`src/hdl/dram_pkg.sv`:
```
// ##############################
// geometry, latencies and command codes shared by the DRAM chip model
// pulled into each module header with a wildcard import
// ##############################
package dram_pkg;

    // geometry of one x16 chip
    localparam int DATA_WIDTH = 16;             // bits per beat
    localparam int ROW_BITS   = 4;              // 16 rows per bank
    localparam int COL_BITS   = 4;              // 16 columns per row
    localparam int BANK_BITS  = 3;              // {bg[0], ba[1:0]}
    localparam int NUM_BANKS  = 8;
    localparam int ROWS       = 1 << ROW_BITS;
    localparam int COLS       = 1 << COL_BITS;
    localparam int ADDR_BITS  = 17;             // full DDR4 address bus

    // fixed burst of four, wrapping inside an aligned column group
    localparam int BURST_LEN  = 4;
    localparam int BURST_BITS = 2;

    // latencies in clock cycles, counted from the bus command edge
    localparam int ACT_LATENCY = 4;             // activate to open row
    localparam int CAS_LATENCY = 6;             // read to first beat on rd_data
    localparam int PRE_LATENCY = 3;             // precharge to closed bank

    // {ras_n, cas_n, we_n} on addr[16:14] while act_n is high
    localparam logic [2:0] CMD_READ  = 3'b101;
    localparam logic [2:0] CMD_WRITE = 3'b100;
    localparam logic [2:0] CMD_PRE   = 3'b010;
    // activate is act_n low, the address then carries the row

    // per-bank command after decode
    typedef enum logic [2:0] {
        BCMD_NOP   = 3'd0,
        BCMD_ACT   = 3'd1,
        BCMD_READ  = 3'd2,
        BCMD_WRITE = 3'd3,
        BCMD_PRE   = 3'd4
    } bank_cmd_t;

endpackage : dram_pkg

```
`src/hdl/dram_read_return.sv`:
```
// ##############################
// merges bank read beats onto the chip read port
// last register stage of the CAS latency
// ##############################
`timescale 1ns/1ps

module dram_read_return import dram_pkg::*; (
    input  logic                                  clk_in,
    input  logic                                  rst_N_in,
    input  logic [NUM_BANKS-1:0]                  beat_valid,
    input  logic [NUM_BANKS-1:0][DATA_WIDTH-1:0]  beat_data,
    output logic [DATA_WIDTH-1:0]                 rd_data,
    output logic                                  rd_drive     // strobe, replaces the dq output enable
);

    logic [DATA_WIDTH-1:0] mux_data;

    // at most one bank talks at a time, so an and-or mux is enough
    always_comb begin
        mux_data = '0;
        for (int i = 0; i < NUM_BANKS; i++) begin
            if (beat_valid[i]) mux_data = mux_data | beat_data[i];
        end
    end

    always_ff @(posedge clk_in) begin
        if (rst_N_in) begin
            rd_drive <= 1'b0;
        end else begin
            rd_drive <= |beat_valid;                // high at t+CAS..t+CAS+3
        end
    end

    always_ff @(posedge clk_in) begin
        rd_data <= mux_data;
    end

    // reads spaced BURST_LEN apart never collide on the shared port
    a_one_talker: assert property (@(posedge clk_in) disable iff (rst_N_in)
        $onehot0(beat_valid));

endmodule : dram_read_return

```
`config.mk`:
```
export PLATFORM = sky130hd
export DESIGN_NAME = dram_read_return
export DESIGN_NICKNAME = d
export VERILOG_FILES = /design/src/hdl/dram_pkg.sv /design/src/hdl/dram_read_return.sv
export SDC_FILE = /design/constraint.sdc
export NUM_CORES = 1
export LEC_CHECK = 0
export BUFFER_PORTS_ARGS = -buffer_cell sky130_fd_sc_hd__buf_4
export CAP_MARGIN = 20
export CORE_MARGIN = 10
export CORE_UTILIZATION = 29
export CTS_BUF_LIST = sky130_fd_sc_hd__clkbuf_4 sky130_fd_sc_hd__clkbuf_8
export CTS_CLUSTER_SIZE = 12
export DETAILED_ROUTE_END_ITERATION = 8
export PLACE_DENSITY = 0.92
export SLEW_MARGIN = 15
export SYNTH_ARGS = -nofsm -noshare
export SYNTH_HDL_FRONTEND = slang
export SYNTH_SLANG_ARGS = --single-unit
```
`constraint.sdc`:
```
create_clock -name clk_in -period 0.8 [get_ports clk_in]
set_clock_uncertainty 0.15 [all_clocks]
set_input_delay 0.12 -clock clk_in [delete_from_list [all_inputs] [get_ports clk_in]]
set_output_delay 0.12 -clock clk_in [all_outputs]
set_load 0.1 [all_outputs]
```
==> impl_metrics.csv, run 1 <==
group,metric,value,unit
outcome,status,"complete, but fails checks",
outcome,violations,"hold timing, setup timing",
sta,setup_slack,-249,ps
yosys,ys_warn_count,0,
sta,grt_setup_unrepaired,"yes",
sta,post-route-min-period,1050,ps
finish,diodes,0,
finish,nNetsFinal,397,
yosys,synthesis.nets,254,
sta,fmax,953,MHz
route,wl_per_cell,22.2,um
placed_design,preCtsSetupSlack,-188,ps
yosys,seq_area_frac_synth,30.1,%
route,vias_per_cell,5.58,
route,drt_iter0_drc,91,
power,power_leakage,1.18,nW
worst_hold_path,min_from,"rst_N_in",
finish,drive_gt1_share,68.2,%
critical_path,start_kind,"flip-flop",
critical_path,worstPathArrival,780,ps
critical_path,critPathTopFamily,"flip-flops",
critical_path,crit_required,530,ps
power,ir_drop,0.725,mV
critical_path,critical_path_class,"reg -> out",
power,fin_total_pwr,2.98,mW
clock_network,clock-root-buffer,"clkbuf_8",
floorplan,dieArea,6800,sq um
yosys,syn_avg_cell_area,9.75,sq um
sta,finalSetupViolations,17,
global_routing,grt_overflow,0,
sta,hold_slack,-147,ps
global_routing,grt_pass1_vias,1893,
critical_path,worst_setup_path_end_kind,"output port",
floorplan,pin_count,155,
yosys,synth_top_area_share,41.8,%
global_routing,antenna_found_initial,0,
clock_network,htree_levels,1,
placed_design,gp_congestion,0.894,
placed_design,dp.cells,302,
run,drv_cap,0,
placed_design,port-buffer-count,154,
global_routing,grt_pass1_wl,9820,um
clock_network,cts_max_path_buffers,2,
route,vias,1706,
critical_path,worstPathCellList,"buf_12",
route,wl,6800,um
floorplan,initial_utilization,30.4,%
global_routing,grt_use_total,19.2,%
critical_path,crit_buf_inv,1,
placed_design,placed_area,2220,sq um
route,drcViolationCount,0,
power,power.density,1200,nW/um^2
clock_network,cts.clk_slew.worst_paths,70,ps
sta,worstMarginPinSlew,245,ps
yosys,yosys-top-cells-area,"a22oi_1 42%, dfxtp_1 30%, buf_6 14%",
finish,stdcell_area,2480,sq um
critical_path,startpoint,"rd_data[14]$_DFF_P_",
route,ant_nets,0,
sta,hold_viol_final,17,
sta,maxSlewViolCount,0,
yosys,yosysUniqueCellTypes,8,
worst_hold_path,hold_class,"in -> reg",
critical_path,cp_slowest_cell,"dfxtp_4",
finish,finalNonFillerCells,306,
floorplan,die_h,82.5,um
clock_network,numClockSinks,17,
placed_design,dpl.hpwl,5400,um
floorplan,rows,22,
clock_network,cts_tree,"done",
sta,slew_headroom,83.5,%
sta,tns,-4090,ps
sta,fin_crit_sh,131,%
critical_path,max_stage_delay,360,ps
route,first_pass_iters,4,
yosys,syn-instance-count,116,
floorplan,core-area,3720,sq um
finish,area_growth,119,%
yosys,ys_ff_latch,17,
global_routing,grt_max_degree,18,
floorplan,die_w,82.5,um
critical_path,path_max_fanout,1,
yosys,syn_area,1130,sq um
clock_network,cts_buffers,3,
yosys,yosysTopAreaCell,"a22oi_1",
-- cells in the final DEF (no fill, tap or decap) --
cell and n:
nand4_1 16, a22oi_1 63, nor4_1 2, clkinv_2 1
a21oi_1 1, a22oi_2 1, clkbuf_8 3, buf_12 17
dfxtp_4 17, buf_4 137
-- cell families after synthesis --
group                  count (synthesis)  share of synthesized area, %
AO/OA/AOI/OAI                         65                          43.4
AND/OR/NAND/NOR                       18                          9.96
flip-flops                            17                          30.1
buffers and inverters                 16                          16.6
-- routing by layer --
layer	wire, um	share of wire [%]	GRT usage [%]
met3	766	11	7.24
met2	3620	53	35.8
met4	216	3.2	7.48
met1	2190	32	18.6
met5	0	0	0
-- final timing paths --
path	endpoint	cells past startpoint
max	rd_data[14]	1
min	rd_drive$_SDFF_PP0_	2
-- synthesized netlist by cell type --
| master | count |
|---|---|
| a21oi_1 | 1 |
| a22oi_2 | 1 |
| nand4_1 | 16 |
| dfxtp_1 | 17 |
| a22oi_1 | 63 |
| nor4_1 | 2 |
| buf_8 | 2 |
| buf_6 | 14 |
-- registers in the layout, summed over array words and instances, names as in the netlist --
register	count
rd_data	16
rd_drive	1
-- stage by stage --
stage                     utilization [%]  hold WS (ps)
after floorplan                         -          29.4
after global placement               59.8           116
after detailed placement             59.8           118
after CTS                            66.8          -152
after global routing                 66.8          -149
final                                66.8          -147
-- repair_timing --
item	in CTS	in global routing
endpoints found under the hold margin	17	17
buffers inserted	0	0
gates resized for setup	51	0
setup endpoints to repair	17	17
-- power by group --
part           switching, mW  total (mW)  leakage, nW  internal, mW
sequential            0.0413       0.915        0.140         0.874
clock                  0.304       0.649       0.0255         0.345
combinational          0.679        1.41         1.01         0.735
total                   1.02        2.98         1.18          1.95
-- layout make-up --
type	instances	area [sq um]
clock buffer	3	41.3
sequential	17	404
tap	48	60.1
multi-input combinational	83	603
fill	302	1230
timing repair buffer	154	1370
clock inverter	1	5.00
Power figures use the tool's default switching activity.
==> inputs of run 2 (changes only) <==
--- a/config.mk
+++ b/config.mk
@@ -13,7 +13,7 @@
 export CTS_CLUSTER_SIZE = 12
 export DETAILED_ROUTE_END_ITERATION = 8
 export PLACE_DENSITY = 0.92
-export SLEW_MARGIN = 15
+export RECOVER_POWER = 100
 export SYNTH_ARGS = -nofsm -noshare
 export SYNTH_HDL_FRONTEND = slang
 export SYNTH_SLANG_ARGS = --single-unit
==> run 2 against run 1 <==
Against the previous run:
- the run still ends with hold timing, setup timing left
- critical path depth stayed put
- utilization is 0.067 points lower
- die area stayed put
- global-route usage stayed put
- worst setup slack worse by 2.0 ps
- clock power is 0.6% higher
- fmax is 0.19% lower
- via count is 1.1% lower
- wire length is 0.13% lower
==> impl_metrics.csv, run 2 (synthesized netlist as in run 1, its figures left out) <==
group,metric,value,unit
sta,hold_viol_final,17,
route,first_pass_iters,4,
critical_path,max_stage_delay,360,ps
finish,seqCellArea,404,sq um
route,drt_iter0_drc,91,
route,wl_met3,786,um
power,power.density,1200,nW/um^2
sta,worstMarginPinSlew,412,ps
critical_path,worstPathCellList,"buf_12",
floorplan,rows,22,
sta,finalSetupViolations,20,
global_routing,grt_use_total,19.2,%
route,vias,1688,
critical_path,worstPathArrival,780,ps
critical_path,worst_setup_path_end_kind,"output port",
critical_path,crit_buf_inv,1,
finish,area_growth,119,%
run,drv_cap,0,
critical_path,start_kind,"flip-flop",
finish,drive_gt1_share,68.2,%
power,intPower,1.95,mW
power,pwr-share-clk,21.9,%
floorplan,dieArea,6800,sq um
clock_network,cts.clk_slew.worst_paths,70,ps
clock_network,cts_tree,"done",
finish,mostFrequentLayoutCells,"136 x buf_4, 63 x a22oi_1, 17 x buf_12, 17 x dfxtp_4, 16 x nand4_1",
critical_path,cp_slowest_cell,"dfxtp_4",
sta,fmax,951,MHz
power,switching_power,1.03,mW
critical_path,critPathTopFamily,"flip-flops",
placed_design,port-buffer-count,154,
finish,multi_input_area,603,sq um
power,fin_total_pwr,2.98,mW
critical_path,crit_required,530,ps
route,highest_layer,"met4",
outcome,violations,"hold timing, setup timing",
power,ir_drop,0.725,mV
clock_network,clock-root-buffer,"clkbuf_8",
finish,diodes,0,
global_routing,grt_pass1_wl,9820,um
global_routing,grt_pass1_vias,1893,
sta,maxSlewViolCount,0,
sta,slew_headroom,72.6,%
finish,nNetsFinal,397,
clock_network,cts_buffers,3,
clock_network,numClockSinks,17,
global_routing,grt_overflow,0,
global_routing,grt_max_degree,18,
critical_path,path_max_fanout,1,
route,wl_met1,2160,um
route,wl,6790,um
floorplan,core-area,3720,sq um
sta,fin_crit_sh,131,%
sta,setup_slack,-251,ps
finish,num-fill-cells,303,
clock_network,htree_levels,1,
power,pwr-share-seq,30.7,%
floorplan,pin_count,155,
global_routing,antenna_found_initial,0,
outcome,status,"complete, but fails checks",
placed_design,gp_congestion,0.894,
finish,layout_commonest_cell,"buf_4",
floorplan,initial_utilization,30.4,%
power,combPwrFrac,47.4,%
route,met2_length,3620,um
sta,grt_setup_unrepaired,"yes",
route,ant_nets,0,
finish,largest_registers,"rd_data: 16 flops, rd_drive: 1 flops",
power,power_leakage,1.18,nW
finish,max_flop_register,"rd_data",
floorplan,die_h,82.5,um
critical_path,critical_path_class,"reg -> out",
route,wl_per_cell,22.2,um
sta,hold_slack,-149,ps
power,switching_share,34.5,%
route,vias_per_cell,5.52,
finish,largest_reg_flops,16,
clock_network,cts_max_path_buffers,2,
route,drcViolationCount,0,
worst_hold_path,hold_class,"in -> reg",
placed_design,dpl.hpwl,5400,um
sta,tns,-4170,ps
clock_network,cts_setup_buffers,0,
sta,post-route-min-period,1050,ps
floorplan,die_w,82.5,um
[run 2: power by group through the flow]
stage	clock (mW)	sequential (mW)	combinational, mW
final	0.653	0.915	1.41
after global placement	0	0.904	1.27
after CTS	0.671	0.915	1.41
after floorplan	0	1.26	0.352
after detailed placement	0	0.907	1.29
after global routing	0.706	0.919	1.49
[run 2: final timing paths]
| path | start | to | slack (ps) | depth (start not counted) |
|---|---|---|---|---|
| max | rd_data[14]$_DFF_P_ | rd_data[14] | -250 | 1 |
| min | rst_N_in | rd_drive$_SDFF_PP0_ | -150 | 2 |
[run 2: area by class of cell]
cell class / instances / share of cell area (%)
flip-flops and latches: 17 / 16.3
clock inverters: 1 / 0.202
multi-input cells: 83 / 24.3
clock buffers: 3 / 1.66
well taps: 48 / 2.42
repair buffers: 154 / 55.1
[run 2: metal layers]
metal | up-vias | track usage, %
li1 | 780 | -
met1 | 779 | 18.6
met2 | 111 | 35.8
met3 | 18 | 7.24
met4 | 0 | 7.48
met5 | - | 0
[run 2: metrics by stage]
step           setup WS, ps  utilization (%)  instance area [sq um]  std cells
6_report               -251             66.7                   2480        306
3_5_place_dp           -188             59.8                   2220        302
3_3_place_gp           -209             59.8                   2220        302
5_1_grt                -273             66.7                   2480        306
4_1_cts                -254             66.8                   2480        306
2_1_floorplan         -77.3                -                   1190        116
[run 2: timing repair]
action / 4_1_cts / 5_1_grt
hold endpoints to repair: 17 / 17
endpoints found under the setup margin: 17 / 17
pin swaps: 0 / 0
gates resized for setup: 51 / 0
==> inputs of run 3 (changes only) <==
--- a/config.mk
+++ b/config.mk
@@ -12,7 +12,8 @@
 export CTS_BUF_LIST = sky130_fd_sc_hd__clkbuf_4 sky130_fd_sc_hd__clkbuf_8
 export CTS_CLUSTER_SIZE = 12
 export DETAILED_ROUTE_END_ITERATION = 8
-export PLACE_DENSITY = 0.92
+export MAX_ROUTING_LAYER = met4
+export PLACE_DENSITY = 0.89
 export RECOVER_POWER = 100
 export SYNTH_ARGS = -nofsm -noshare
 export SYNTH_HDL_FRONTEND = slang
==> run 3 against run 2 <==
Against the previous run:
- the flow still finishes with violations (hold timing, setup timing)
- via count grew 0.71%
- flip-flop and latch count is the same
- count of clock-buffer cells in the layout grew 1
- global-route usage grew 0.66 points
- largest cell class unchanged
==> impl_metrics.csv, run 3 (synthesized netlist as in run 1, its figures left out) <==
group,metric,value,unit
critical_path,max_stage_delay,360,ps
floorplan,initial_utilization,30.4,%
sta,fin_crit_sh,132,%
route,vias_per_cell,5.56,
route,drcViolationCount,0,
global_routing,grt_pass1_wl,9940,um
route,ant_nets,0,
finish,drive_gt1_share,68.2,%
finish,largest_registers,"rd_data: 16 flops, rd_drive: 1 flops",
global_routing,grt_max_degree,18,
worst_hold_path,min_from,"rst_N_in",
critical_path,crit_buf_inv,1,
placed_design,gp_congestion,0.843,
route,wl_per_cell,22.9,um
floorplan,die_h,82.5,um
finish,nNetsFinal,397,
critical_path,worstPathArrival,780,ps
finish,area_growth,119,%
critical_path,critical_path_class,"reg -> out",
outcome,status,"complete, but fails checks",
clock_network,clock-root-buffer,"clkbuf_8",
critical_path,cp.depth,1,
placed_design,preCtsSetupSlack,-161,ps
placed_design,port-buffer-count,154,
route,drt_iter0_drc,107,
finish,largest_reg_flops,16,
route,first_pass_iters,4,
global_routing,grt_overflow,0,
critical_path,cp_slowest_cell,"dfxtp_4",
sta,hold_viol_final,17,
critical_path,crit_required,530,ps
clock_network,cts_max_path_buffers,2,
critical_path,critPathCapture,"rd_data[1]",
sta,grt_setup_unrepaired,"yes",
sta,worstMarginPinSlew,394,ps
global_routing,grt_use_total,19.9,%
power,fin_total_pwr,3.03,mW
sta,hold_slack,-144,ps
finish,mostFrequentLayoutCells,"136 x buf_4, 63 x a22oi_1, 17 x buf_12, 17 x dfxtp_4, 16 x nand4_1",
floorplan,dieArea,6800,sq um
floorplan,core-area,3720,sq um
route,wl,7010,um
finish,diodes,0,
outcome,violations,"hold timing, setup timing",
critical_path,worst_setup_path_end_kind,"output port",
critical_path,path_max_fanout,1,
power,power_leakage,1.18,nW
critical_path,critPathTopFamily,"flip-flops",
finish,layout_commonest_cell,"buf_4",
clock_network,cts_setup_buffers,0,
power,power.density,1220,nW/um^2
sta,setup_slack,-252,ps
clock_network,htree_levels,1,
worst_hold_path,hold_class,"in -> reg",
sta,post-route-min-period,1050,ps
clock_network,cts.clk_slew.worst_paths,70,ps
finish,max_flop_register,"rd_data",
floorplan,pin_count,155,
sta,maxSlewViolCount,0,
sta,finalSetupViolations,20,
power,ir_drop,0.626,mV
critical_path,start_kind,"flip-flop",
critical_path,startpoint,"rd_data[1]$_DFF_P_",
global_routing,antenna_found_initial,0,
floorplan,rows,22,
placed_design,dpl.hpwl,5610,um
sta,fmax,950,MHz
critical_path,worstPathCellList,"buf_12",
sta,slew_headroom,73.8,%
floorplan,die_w,82.5,um
route,vias,1700,
clock_network,cts_buffers,3,
clock_network,numClockSinks,17,
global_routing,grt_pass1_vias,1904,
clock_network,cts_tree,"done",
run,drv_cap,0,
-- run 3: changes by cell type in the layout (fill, tap and decap cells not counted) --
cell / previous run / this run
clkinv_2: 1 / 0
clkbuf_4: 0 / 1
-- run 3: report_power, final --
group / switching [mW] / internal [mW]
Clock: 0.300 / 0.387
Combinational: 0.690 / 0.734
Sequential: 0.0406 / 0.874
-- run 3: routing by layer --
metal | GRT usage, % | vias to the layer above | wire length (um) | share of wire, %
li1 | - | 781 | - | -
met1 | 20.3 | 803 | 2490 | 36
met2 | 38.1 | 110 | 3950 | 56
met3 | 2.70 | 6 | 488 | 7.0
met4 | 5.95 | 0 | 78 | 1.1
met5 | - | - | 0 | 0
-- run 3: repair_timing --
item,4_1_cts,5_1_grt
setup endpoints to repair,17,17
hold endpoints to repair,17,17
gates resized for setup,51,0
-- run 3: cell type report --
class	instances	area [sq um]
repair buffers	154	1370
fillers	312	1230
multi-input cells	83	603
flip-flops and latches	17	404
well taps	48	60.1
clock buffers	4	48.8
-- run 3: worst min path at each step --
stage / end / slack (ps) / cells after the start
detailed placement: rd_drive$_SDFF_PP0_ / 120 / 2
floorplan: rd_drive$_SDFF_PP0_ / 30 / 1
global route: rd_drive$_SDFF_PP0_ / -150 / 2
CTS: rd_drive$_SDFF_PP0_ / -150 / 2
global placement: rd_drive$_SDFF_PP0_ / 120 / 2
finish: rd_drive$_SDFF_PP0_ / -140 / 2
-- run 3: per-stage QoR --
| step | instances | area, sq um | utilization (%) | hold WS (ps) | setup TNS (ps) |
|---|---|---|---|---|---|
| after floorplan | 116 | 1190 | - | 29.4 | -899 |
| after global placement | 302 | 2220 | 59.8 | 115 | -2570 |
| after detailed placement | 302 | 2220 | 59.8 | 118 | -2970 |
| after CTS | 306 | 2480 | 66.9 | -148 | -4140 |
| after global routing | 306 | 2480 | 66.8 | -148 | -4880 |
| final | 306 | 2480 | 66.8 | -144 | -4150 |
