### src/hdl/dram_pkg.sv
// ##############################
// geometry, latencies and command codes shared by the DRAM chip model
// pulled into each module header with a wildcard import
// ##############################
package dram_pkg;

    // geometry of one x16 chip
    localparam int DATA_WIDTH = 16;             // bits per beat
    localparam int ROW_BITS   = 4;              // 16 rows per bank
    localparam int COL_BITS   = 4;              // 16 columns per row
    localparam int BANK_BITS  = 3;              // {bg[0], ba[1:0]}
    localparam int NUM_BANKS  = 8;
    localparam int ROWS       = 1 << ROW_BITS;
    localparam int COLS       = 1 << COL_BITS;
    localparam int ADDR_BITS  = 17;             // full DDR4 address bus

    // fixed burst of four, wrapping inside an aligned column group
    localparam int BURST_LEN  = 4;
    localparam int BURST_BITS = 2;

    // latencies in clock cycles, counted from the bus command edge
    localparam int ACT_LATENCY = 4;             // activate to open row
    localparam int CAS_LATENCY = 6;             // read to first beat on rd_data
    localparam int PRE_LATENCY = 3;             // precharge to closed bank

    // {ras_n, cas_n, we_n} on addr[16:14] while act_n is high
    localparam logic [2:0] CMD_READ  = 3'b101;
    localparam logic [2:0] CMD_WRITE = 3'b100;
    localparam logic [2:0] CMD_PRE   = 3'b010;
    // activate is act_n low, the address then carries the row

    // per-bank command after decode
    typedef enum logic [2:0] {
        BCMD_NOP   = 3'd0,
        BCMD_ACT   = 3'd1,
        BCMD_READ  = 3'd2,
        BCMD_WRITE = 3'd3,
        BCMD_PRE   = 3'd4
    } bank_cmd_t;

endpackage : dram_pkg

### src/hdl/dram_cmd_decoder.sv
// ##############################
// bus command decoder, registers one bank command per cycle
// and collects the four write beats into the burst buffer
// ##############################
`timescale 1ns/1ps

module dram_cmd_decoder import dram_pkg::*; (
    input  logic                                  clk_in,
    input  logic                                  rst_N_in,
    input  logic                                  cs_n,      // chip select, low active
    input  logic                                  act_n,     // activate, low active
    input  logic [ADDR_BITS-1:0]                  addr,
    input  logic [1:0]                            bg,
    input  logic [1:0]                            ba,
    input  logic [DATA_WIDTH-1:0]                 dq_wr,
    input  logic [DATA_WIDTH-1:0]                 dm,
    output bank_cmd_t                             bank_cmd,
    output logic [NUM_BANKS-1:0]                  bank_sel,
    output logic [ROW_BITS-1:0]                   cmd_row,
    output logic [COL_BITS-1:0]                   cmd_col,
    output logic                                  wr_done,
    output logic [BANK_BITS-1:0]                  wr_bank,
    output logic [BURST_LEN-1:0][DATA_WIDTH-1:0]  wr_beats,
    output logic [BURST_LEN-1:0][DATA_WIDTH-1:0]  wr_masks
);

    logic [BANK_BITS-1:0]                 bank_idx;
    logic [2:0]                           cmd_pat;
    bank_cmd_t                            next_cmd;
    logic                                 wr_start;
    logic                                 collecting;   // write burst in progress
    logic [BURST_BITS:0]                  beat_cnt;     // next beat slot, BURST_LEN when full
    logic [BANK_BITS-1:0]                 coll_bank;
    logic [BURST_LEN-1:0][DATA_WIDTH-1:0] beat_buf;
    logic [BURST_LEN-1:0][DATA_WIDTH-1:0] mask_buf;

    assign bank_idx = {bg[0], ba};                      // bg[1] unused on an x16 part
    assign cmd_pat  = addr[ADDR_BITS-1 -: 3];           // ras_n, cas_n, we_n

    always_comb begin
        next_cmd = BCMD_NOP;
        if (!cs_n) begin
            if (!act_n) begin
                next_cmd = BCMD_ACT;                    // act_n wins over the pattern
            end else begin
                case (cmd_pat)
                    CMD_READ:  next_cmd = BCMD_READ;
                    CMD_WRITE: next_cmd = BCMD_WRITE;   // a10 ignored, no auto precharge
                    CMD_PRE:   next_cmd = BCMD_PRE;
                    default:   next_cmd = BCMD_NOP;     // refresh, mrs etc are dropped
                endcase
            end
        end
    end

    assign wr_start = (next_cmd == BCMD_WRITE) && !collecting;

    // command stage
    always_ff @(posedge clk_in) begin
        if (rst_N_in) begin
            bank_cmd <= BCMD_NOP;
            bank_sel <= '0;
        end else begin
            bank_cmd <= next_cmd;
            bank_sel <= (next_cmd == BCMD_NOP) ? '0 : (NUM_BANKS'(1) << bank_idx);
        end
    end

    always_ff @(posedge clk_in) begin
        cmd_row <= addr[ROW_BITS-1:0];                  // row on activate
        cmd_col <= addr[COL_BITS-1:0];                  // column on read or write
    end

    // write burst counter, beat 0 comes with the command itself
    always_ff @(posedge clk_in) begin
        if (rst_N_in) begin
            collecting <= 1'b0;
            beat_cnt   <= '0;
            wr_done    <= 1'b0;
        end else begin
            wr_done <= 1'b0;
            if (wr_start) begin
                collecting <= 1'b1;
                beat_cnt   <= (BURST_BITS+1)'(1);
            end else if (collecting) begin
                if (beat_cnt == (BURST_BITS+1)'(BURST_LEN)) begin
                    collecting <= 1'b0;
                    wr_done    <= 1'b1;             // one cycle after the last beat
                end else begin
                    beat_cnt <= beat_cnt + 1'b1;
                end
            end
        end
    end

    // burst buffer, handed to the banks only when complete
    always_ff @(posedge clk_in) begin
        if (wr_start) begin
            beat_buf[0] <= dq_wr;
            mask_buf[0] <= dm;
            coll_bank   <= bank_idx;
        end else if (collecting && beat_cnt != (BURST_BITS+1)'(BURST_LEN)) begin
            beat_buf[beat_cnt[BURST_BITS-1:0]] <= dq_wr;
            mask_buf[beat_cnt[BURST_BITS-1:0]] <= dm;
        end
        if (collecting && beat_cnt == (BURST_BITS+1)'(BURST_LEN)) begin
            wr_beats <= beat_buf;                       // held until the next burst ends
            wr_masks <= mask_buf;
            wr_bank  <= coll_bank;
        end
    end

    // a write may only start once the previous burst has been collected
    a_no_write_overlap: assert property (@(posedge clk_in) disable iff (rst_N_in)
        (next_cmd == BCMD_WRITE) |-> !collecting);

endmodule : dram_cmd_decoder

### config.mk
export PLATFORM = sky130hd
export DESIGN_NAME = dram_cmd_decoder
export DESIGN_NICKNAME = d
export VERILOG_FILES = /design/src/hdl/dram_pkg.sv /design/src/hdl/dram_cmd_decoder.sv
export SDC_FILE = /design/constraint.sdc
export NUM_CORES = 1
export LEC_CHECK = 0
export BUFFER_PORTS_ARGS = -buffer_cell sky130_fd_sc_hd__buf_2
export CELL_PAD_IN_SITES_DETAIL_PLACEMENT = 1
export CELL_PAD_IN_SITES_GLOBAL_PLACEMENT = 1
export CORE_ASPECT_RATIO = 1.5
export CORE_MARGIN = 3
export CORE_UTILIZATION = 40
export DETAILED_ROUTE_END_ITERATION = 7
export GPL_TIMING_DRIVEN = 0
export PLACE_DENSITY = 0.72
export SYNTH_ARGS = -nofsm -noshare
export SYNTH_HDL_FRONTEND = slang
export SYNTH_SLANG_ARGS = --single-unit
### constraint.sdc
create_clock -name clk_in -period 9.25 [get_ports clk_in]
set_clock_uncertainty 0.15 [all_clocks]
set_input_delay 0.925 -clock clk_in [delete_from_list [all_inputs] [get_ports clk_in]]
set_output_delay 0.925 -clock clk_in [all_outputs]
set_load 0.1 [all_outputs]
==> qor.yml, run 1 <==
status:
  status: "completed"
routing:
  drc: 0
  first_pass_iters: 4
  vias_per_cell: 4.66
  vias: 4150
  drt-met1-wl_um: 6110
  wl_per_cell_um: 19.6
  routed.top_layer: "met5"
  final_antenna_net_count: 0
  drtIter0Drc: 128
  wirelength_um: 17400
  wl_met2_um: 9750
  route.met3.wl_um: 1110
setup_path:
  cp_cell_sequence: "inv_1, ha_1, a21boi_2, nand2_1, nand2_2"
  critical_path_arrival_ns: 2.42
  path_class: "flip-flop to flip-flop"
  r2r-start: "beat_cnt[0]$_SDFFE_PP0P_"
  rr_worst_depth: 5
  path_depth: 5
  crit_path_start_kind: "flip-flop"
  crit_fanout: 32
  endpoint_kind: "flip-flop"
  slowest_stage: "nand2_2"
  path_buf_inv: 1
  cpLargestDelayFamily: "simple AND/OR/NAND/NOR gates"
  r2r-end: "mask_buf[15]$_DFFE_PP_"
  cp_slowest_stage_delay_ns: 0.66
  worst-endpoint-required_ns: 9.22
  rrSetupSlack_ns: 6.80
synthesis:
  yosysTopAreaCellShare_pct: 88.9
  synth_area_um2: 8850
  yosysWarningCount: 0
  ys_seq_area_share_pct: 93.4
  synth.net_count: 434
  synth_area_leader_cell: "edfxtp_1"
  yosys_register_bits: 282
  synth.area.top_cells: "edfxtp_1, dfxtp_1, nor2b_1, ha_1, nor4b_1"
  synthDistinctLibCells: 26
  avgSynthCellArea_um2: 23.7
  synthCells: 373
clocking:
  clock_sinks: 282
  max-clock-path-buffers: 3
  cts_tree: "built"
  h-tree-depth: 1
  cts_buffers: 25
  clk_latency_ns: 0.50
  cts.clk_slew.worst_paths_ns: 0.07
  cts-root-buf: "clkbuf_16"
  ctsResizeCount: 0
  ctsHoldBuffers: 0
  post_cts.repair.setup_buffers: 0
power:
  p_leak_nw: 3.99
  power_density_nw_per_um2: 221
  irDropWorstVdd_mv: 0.154
min_path:
  hp-start: "mask_buf[15]$_DFFE_PP_"
  hold_end: "wr_masks[15]$_DFFE_PP_"
  hold_path.class: "flip-flop to flip-flop"
  holdPathStages: 0
layout:
  fillCellCount: 2024
  finalInstanceArea_um2: 11100
  nets: 660
  stdcell_count: 890
  post_route_cells_drive_above_1_share_pct: 40.4
  syn2layout_area_growth_pct: 25.3
global_routing:
  grt_max_degree: 70
  first_global_vias: 4594
  overflow: 0
  antenna_found_initial: 3
  grt_pass1_wl_um: 26400
  grt_use_total_pct: 14.4
sta:
  setup_viol: 0
  setup_total_negative_slack_ns: 0
  finalWorstPathRequiredPeriod_ns: 2.45
  finalHoldViolCount: 0
  max_freq_mhz: 409
  worst_pin_slew_ns: 0.929
  drv_slew: 0
  slew_headroom_pct: 38.1
  fin_crit_sh_pct: 26.5
  rsz0062_at_grt: "false"
die:
  die_w_um: 127
  coreArea_um2: 21700
  die_h_um: 188
  initial_core_util_pct: 40.8
  io_pins: 208
  die_area_um2: 24000
  rows: 66
placement:
  place_area_um2: 10300
  dp_cells: 844
  hpwlAfterDp_um: 11900
  place.gp.congestion: 0.730
  port_buffers: 195
job:
  max-cap-violations: 0
[layout by cell type (no fill, tap or decap), types with 4 or more instances in the layout]
cell type and count:
ha_1 4, clkbuf_1 6, nor3_1 5, clkinv_1 5
dfxtp_1 20, buf_2 195, buf_4 4, edfxtp_1 262
a21oi_1 5, nand2_1 4, nor2b_1 33, inv_1 4
clkbuf_16 27, nor4b_1 4
[layout make-up]
type	count	area (um2)	area share [%]
buffer	9	56.3	0.507
clock buffer	34	726	6.54
inverter	4	15.0	0.135
sequential	282	8270	74.5
timing repair buffer	199	1080	9.72
multi-input combinational	78	526	4.74
antenna	1	2.50	0.0226
clock inverter	11	83.8	0.756
tap	272	340	3.07
[synth_stat cells]
master and count:
buf_4 4, nor4b_1 4, or3_1 1, buf_6 1, dfxtp_1 20, nor2b_1 33
or3b_2 1, inv_1 4, a21oi_1 5, a21boi_2 1, nor2_1 2, nand2_1 5
and3_1 3, and2_1 3, clkbuf_1 4, ha_1 4, a21boi_0 1, nor4_1 2
mux2i_1 1, nor3_1 5, or3b_1 1, xnor2_1 1, nand2b_1 2, o21a_1 1
nor3b_1 2, edfxtp_1 262
[where the power goes]
| part | total, mW | leakage, nW | internal [mW] | switching [mW] |
|---|---|---|---|---|
| Combinational | 0.0600 | 1.07 | 0.0172 | 0.0428 |
| Sequential | 1.39 | 2.52 | 1.39 | 0.00216 |
| Clock | 1.00 | 0.401 | 0.579 | 0.424 |
| Total | 2.46 | 3.99 | 1.99 | 0.469 |
[sequential cells by signal, indices dropped and copies added (netlist names)]
signal      flops
wr_bank         3
beat_buf       64
coll_bank       3
wr_done         1
bank_sel        8
mask_buf       64
wr_masks       64
bank_cmd        3
collecting      1
wr_beats       64
beat_cnt        3
cmd_col         4
[stage by stage]
| step | power, mW | setup slack, ns | hold WS [ns] | util, % |
|---|---|---|---|---|
| floorplan | 1.46 | 4.88 | 0.250 | - |
| global placement | 1.48 | 3.76 | 0.251 | 46.8 |
| detailed placement | 1.48 | 6.33 | 0.256 | 47.3 |
| CTS | 2.49 | 6.75 | 0.262 | 51.1 |
| global route | 2.55 | 6.65 | 0.272 | 51.1 |
| finish | 2.46 | 6.80 | 0.263 | 51.1 |
[per-layer routing]
metal  vias to the layer above  GRT usage [%]
met4                         4           4.67
met2                       136           27.9
met5                         -              0
met1                      2089           15.0
li1                       1891              -
met3                        30           3.26
[kinds of logic (layout without fill, tap and decap cells)]
family	after synthesis	in the layout	synth area share [%]
xor+xnor	1	1	0.0989
flops	282	282	93.4
other cells	0	1	0
fa+ha+maj	4	4	0.565
buf+inv	13	257	0.805
compound gates	8	8	0.579
mux	1	1	0.113
simple gates	64	64	4.45
[worst max path at each step]
stage	slack, ns	from	end
6_report	6.80	beat_cnt[0]$_SDFFE_PP0P_	mask_buf[15]$_DFFE_PP_
5_1_grt	6.65	beat_cnt[1]$_SDFFE_PP0P_	wr_masks[63]$_DFFE_PP_
4_1_cts	6.75	beat_cnt[0]$_SDFFE_PP0P_	mask_buf[15]$_DFFE_PP_
3_5_place_dp	6.33	addr[15]	mask_buf[0]$_DFFE_PP_
3_3_place_gp	3.76	beat_cnt[0]$_SDFFE_PP0P_	wr_masks[32]$_DFFE_PP_
2_1_floorplan	4.88	beat_cnt[0]$_SDFFE_PP0P_	wr_bank[0]$_DFFE_PP_
[worst register-to-register path, stage by stage, from the launching register on]
cell	delay (ns)
dfxtp_1	0.41
inv_1	0.10
ha_1	0.27
a21boi_2	0.35
nand2_1	0.12
nand2_2	0.66
(Power assumes the default switching activity.)
==> inputs of run 2 (changes only) <==
clock period = 2.3 ns   (was 9.25 ns; I/O delays follow)
==> run 2 against run 1 <==
  * Critical path type is now input port to flip-flop
  * Worst hold slack worse by 0.057 ns
  * Register-to-register slack worse by 6.6 ns
  * Highest routed layer is now met4
  * Die area unchanged
  * Sequential share of layout area down 3.5 points
  * Combinational power rose to 5.4 times the previous value
  * Largest power group unchanged
  * Count of clock-buffer cells in the layout down 1
  * First-iteration DRC count up 100%
==> qor.yml, run 2 (synthesized netlist as in run 1, its figures left out) <==
sta:
  setup_viol: 0  # unchanged
  rsz0062_at_grt: "false"  # unchanged
  worst_pin_slew_ns: 0.786  # was 0.929 ns
  setup_total_negative_slack_ns: 0  # unchanged
  fin_crit_sh_pct: 96.2
  slew_headroom_pct: 47.6  # was 38.1%
  finalHoldViolCount: 0  # unchanged
  max_freq_mhz: 452
  drv_slew: 0  # unchanged
  finalWorstPathRequiredPeriod_ns: 2.21
power:
  clock_power_share_pct: 41.0  # was 40.8%
  power_frac_comb_pct: 3.2  # was 2.4%
  p_leak_nw: 4.22  # was 3.99 nW
  swShare_pct: 19.4  # was 19.1%
  p_sw_mw: 1.95  # was 0.469 mW
  power_density_nw_per_um2: 862  # was 221 nW/um2
  power.total_mw: 10.0  # was 2.46 mW
  irDropWorstVdd_mv: 0.473  # was 0.154 mV
  seq_power_share_pct: 55.8  # was 56.7%
  p_int_mw: 8.09  # was 1.99 mW
die:
  coreArea_um2: 21700  # unchanged
  rows: 66  # unchanged
  die_w_um: 127  # unchanged
  die_area_um2: 24000  # unchanged
  die_h_um: 188  # unchanged
  io_pins: 208  # unchanged
  initial_core_util_pct: 40.8  # unchanged
global_routing:
  antenna_found_initial: 1  # was 3
  grt_pass1_wl_um: 29000  # was 26,400 um
  first_global_vias: 4865  # was 4,594
  overflow: 0  # unchanged
  grt_max_degree: 71  # was 70
  grt_use_total_pct: 16.0  # was 14.4%
setup_path:
  slowest_stage: "dlygate4sd3_1"  # was nand2_2
  crit_fanout: 8  # was 32
  crit_path_start_kind: "input port"  # was flip-flop
  cp_cell_sequence: "dlygate4sd3_1, buf_2, or3b_1, and3_1, buf_6, nor4b_1, dlygate4sd3_1"  # was inv_1, ha_1, a21boi_2, nand2_1, nand2_2
  path_class: "input port to flip-flop"  # was flip-flop to flip-flop
  cp_slowest_stage_delay_ns: 0.59  # was 0.66 ns
  critical_path_arrival_ns: 2.52  # was 2.42 ns
  path_common_cell: "dlygate4sd3_1"
  worst-endpoint-required_ns: 2.60  # was 9.22 ns
  endpoint_kind: "flip-flop"  # unchanged
clocking:
  clk_latency_ns: 0.51  # was 0.50 ns
  cts_buffers: 26  # was 25
  cts-root-buf: "clkbuf_16"  # unchanged
  h-tree-depth: 1  # unchanged
  clock_sinks: 282  # unchanged
  cts_tree: "built"  # unchanged
  max-clock-path-buffers: 3  # unchanged
  cts.clk_slew.worst_paths_ns: 0.06  # was 0.07 ns
layout:
  regArea_um2: 8270  # unchanged
  layout_common_cells: "edfxtp_1, buf_2, dlygate4sd3_1"  # was edfxtp_1, buf_2, nor2b_1
  post_route_cells_drive_above_1_share_pct: 37.8  # was 40.4%
  fin_util_pct: 53.6  # was 51.1%
  fillCellCount: 1986  # was 2,024
  nets: 716  # was 660
  syn2layout_area_growth_pct: 31.5  # was 25.3%
  layout_commonest_cell: "edfxtp_1"  # unchanged
  multi_input_area_um2: 588  # was 526 um2
placement:
  port_buffers: 195  # unchanged
  place.gp.congestion: 0.773  # was 0.730
  hpwlAfterDp_um: 12000  # was 11,900 um
routing:
  routed.top_layer: "met4"  # was met5
  final_antenna_net_count: 0  # unchanged
  route.met3.wl_um: 1190  # was 1110 um
  wl_per_cell_um: 21.0  # was 19.6 um
  first_pass_iters: 4  # unchanged
  wirelength_um: 19900  # was 17,400 um
  drt-met1-wl_um: 7070  # was 6110 um
  vias_per_cell: 4.70  # was 4.66
  wl_met2_um: 11200  # was 9750 um
  drtIter0Drc: 259  # was 128
  drc: 0  # unchanged
  vias: 4438  # was 4,150
min_path:
  hold_path.class: "input port to flip-flop"  # was flip-flop to flip-flop
job:
  max-cap-violations: 0  # unchanged
status:
  status: "completed"  # unchanged
[run 2: repair_timing]
action,in CTS,in global routing
hold buffers,50,0
endpoints found under the setup margin,203,204
endpoints found under the hold margin,151,0
cloned,1,3
buffers inserted,0,3
pin swaps,4,3
resized for setup,8,5
[run 2: through the flow]
step                area (um2)  hold slack, ns  std cells  setup slack, ns
floorplan                 8860           0.108        373           0.0221
global route             11600           0.188        945          0.00753
detailed placement       10200           0.185        842           -0.333
CTS                      11600           0.182        938         -0.00964
finish                   11600           0.207        945           0.0882
global placement         10200           0.185        840           -0.650
[run 2: power by group through the flow]
stage	Sequential (mW)	Clock (mW)	Combinational (mW)
3_5_place_dp	5.71	0	0.248
3_3_place_gp	5.71	0	0.229
6_report	5.60	4.12	0.321
5_1_grt	5.60	4.46	0.347
2_1_floorplan	5.76	0	0.0928
4_1_cts	5.60	4.22	0.318
[run 2: path summary, 6_finish.rpt]
path,slack (ns),to,cells past startpoint,startpoint
worst min register to register,0.27,wr_masks[34]$_DFFE_PP_,0,mask_buf[34]$_DFFE_PP_
worst max register to register,0.17,wr_masks[54]$_DFFE_PP_,4,beat_cnt[0]$_SDFFE_PP0P_
worst min-delay path,0.21,cmd_col[3]$_DFF_P_,2,addr[3]
worst max-delay path,0.09,bank_sel[6]$_SDFF_PP0_,7,addr[14]
[run 2: area by class of cell]
type                       count  share of cell area, %
sequential                   282                   71.0
timing repair buffer         250                   13.3
clock buffer                  33                   5.99
multi-input combinational     82                   5.05
tap                          272                   2.92
clock inverter                12                   1.03
buffer                         9                  0.516
inverter                       4                  0.129
antenna                        1                 0.0215
[run 2: critical path, delay by kind of cell]
| kind | cells | cell delay, ns |
|---|---|---|
| buffers and inverters | 4 | 1.41 |
| AND/OR/NAND/NOR | 3 | 0.88 |
[run 2: layer usage]
metal,up-vias,track usage [%]
met2,154,31.1
met4,0,4.67
met3,30,3.49
met5,-,0
met1,2252,16.9
li1,2002,-
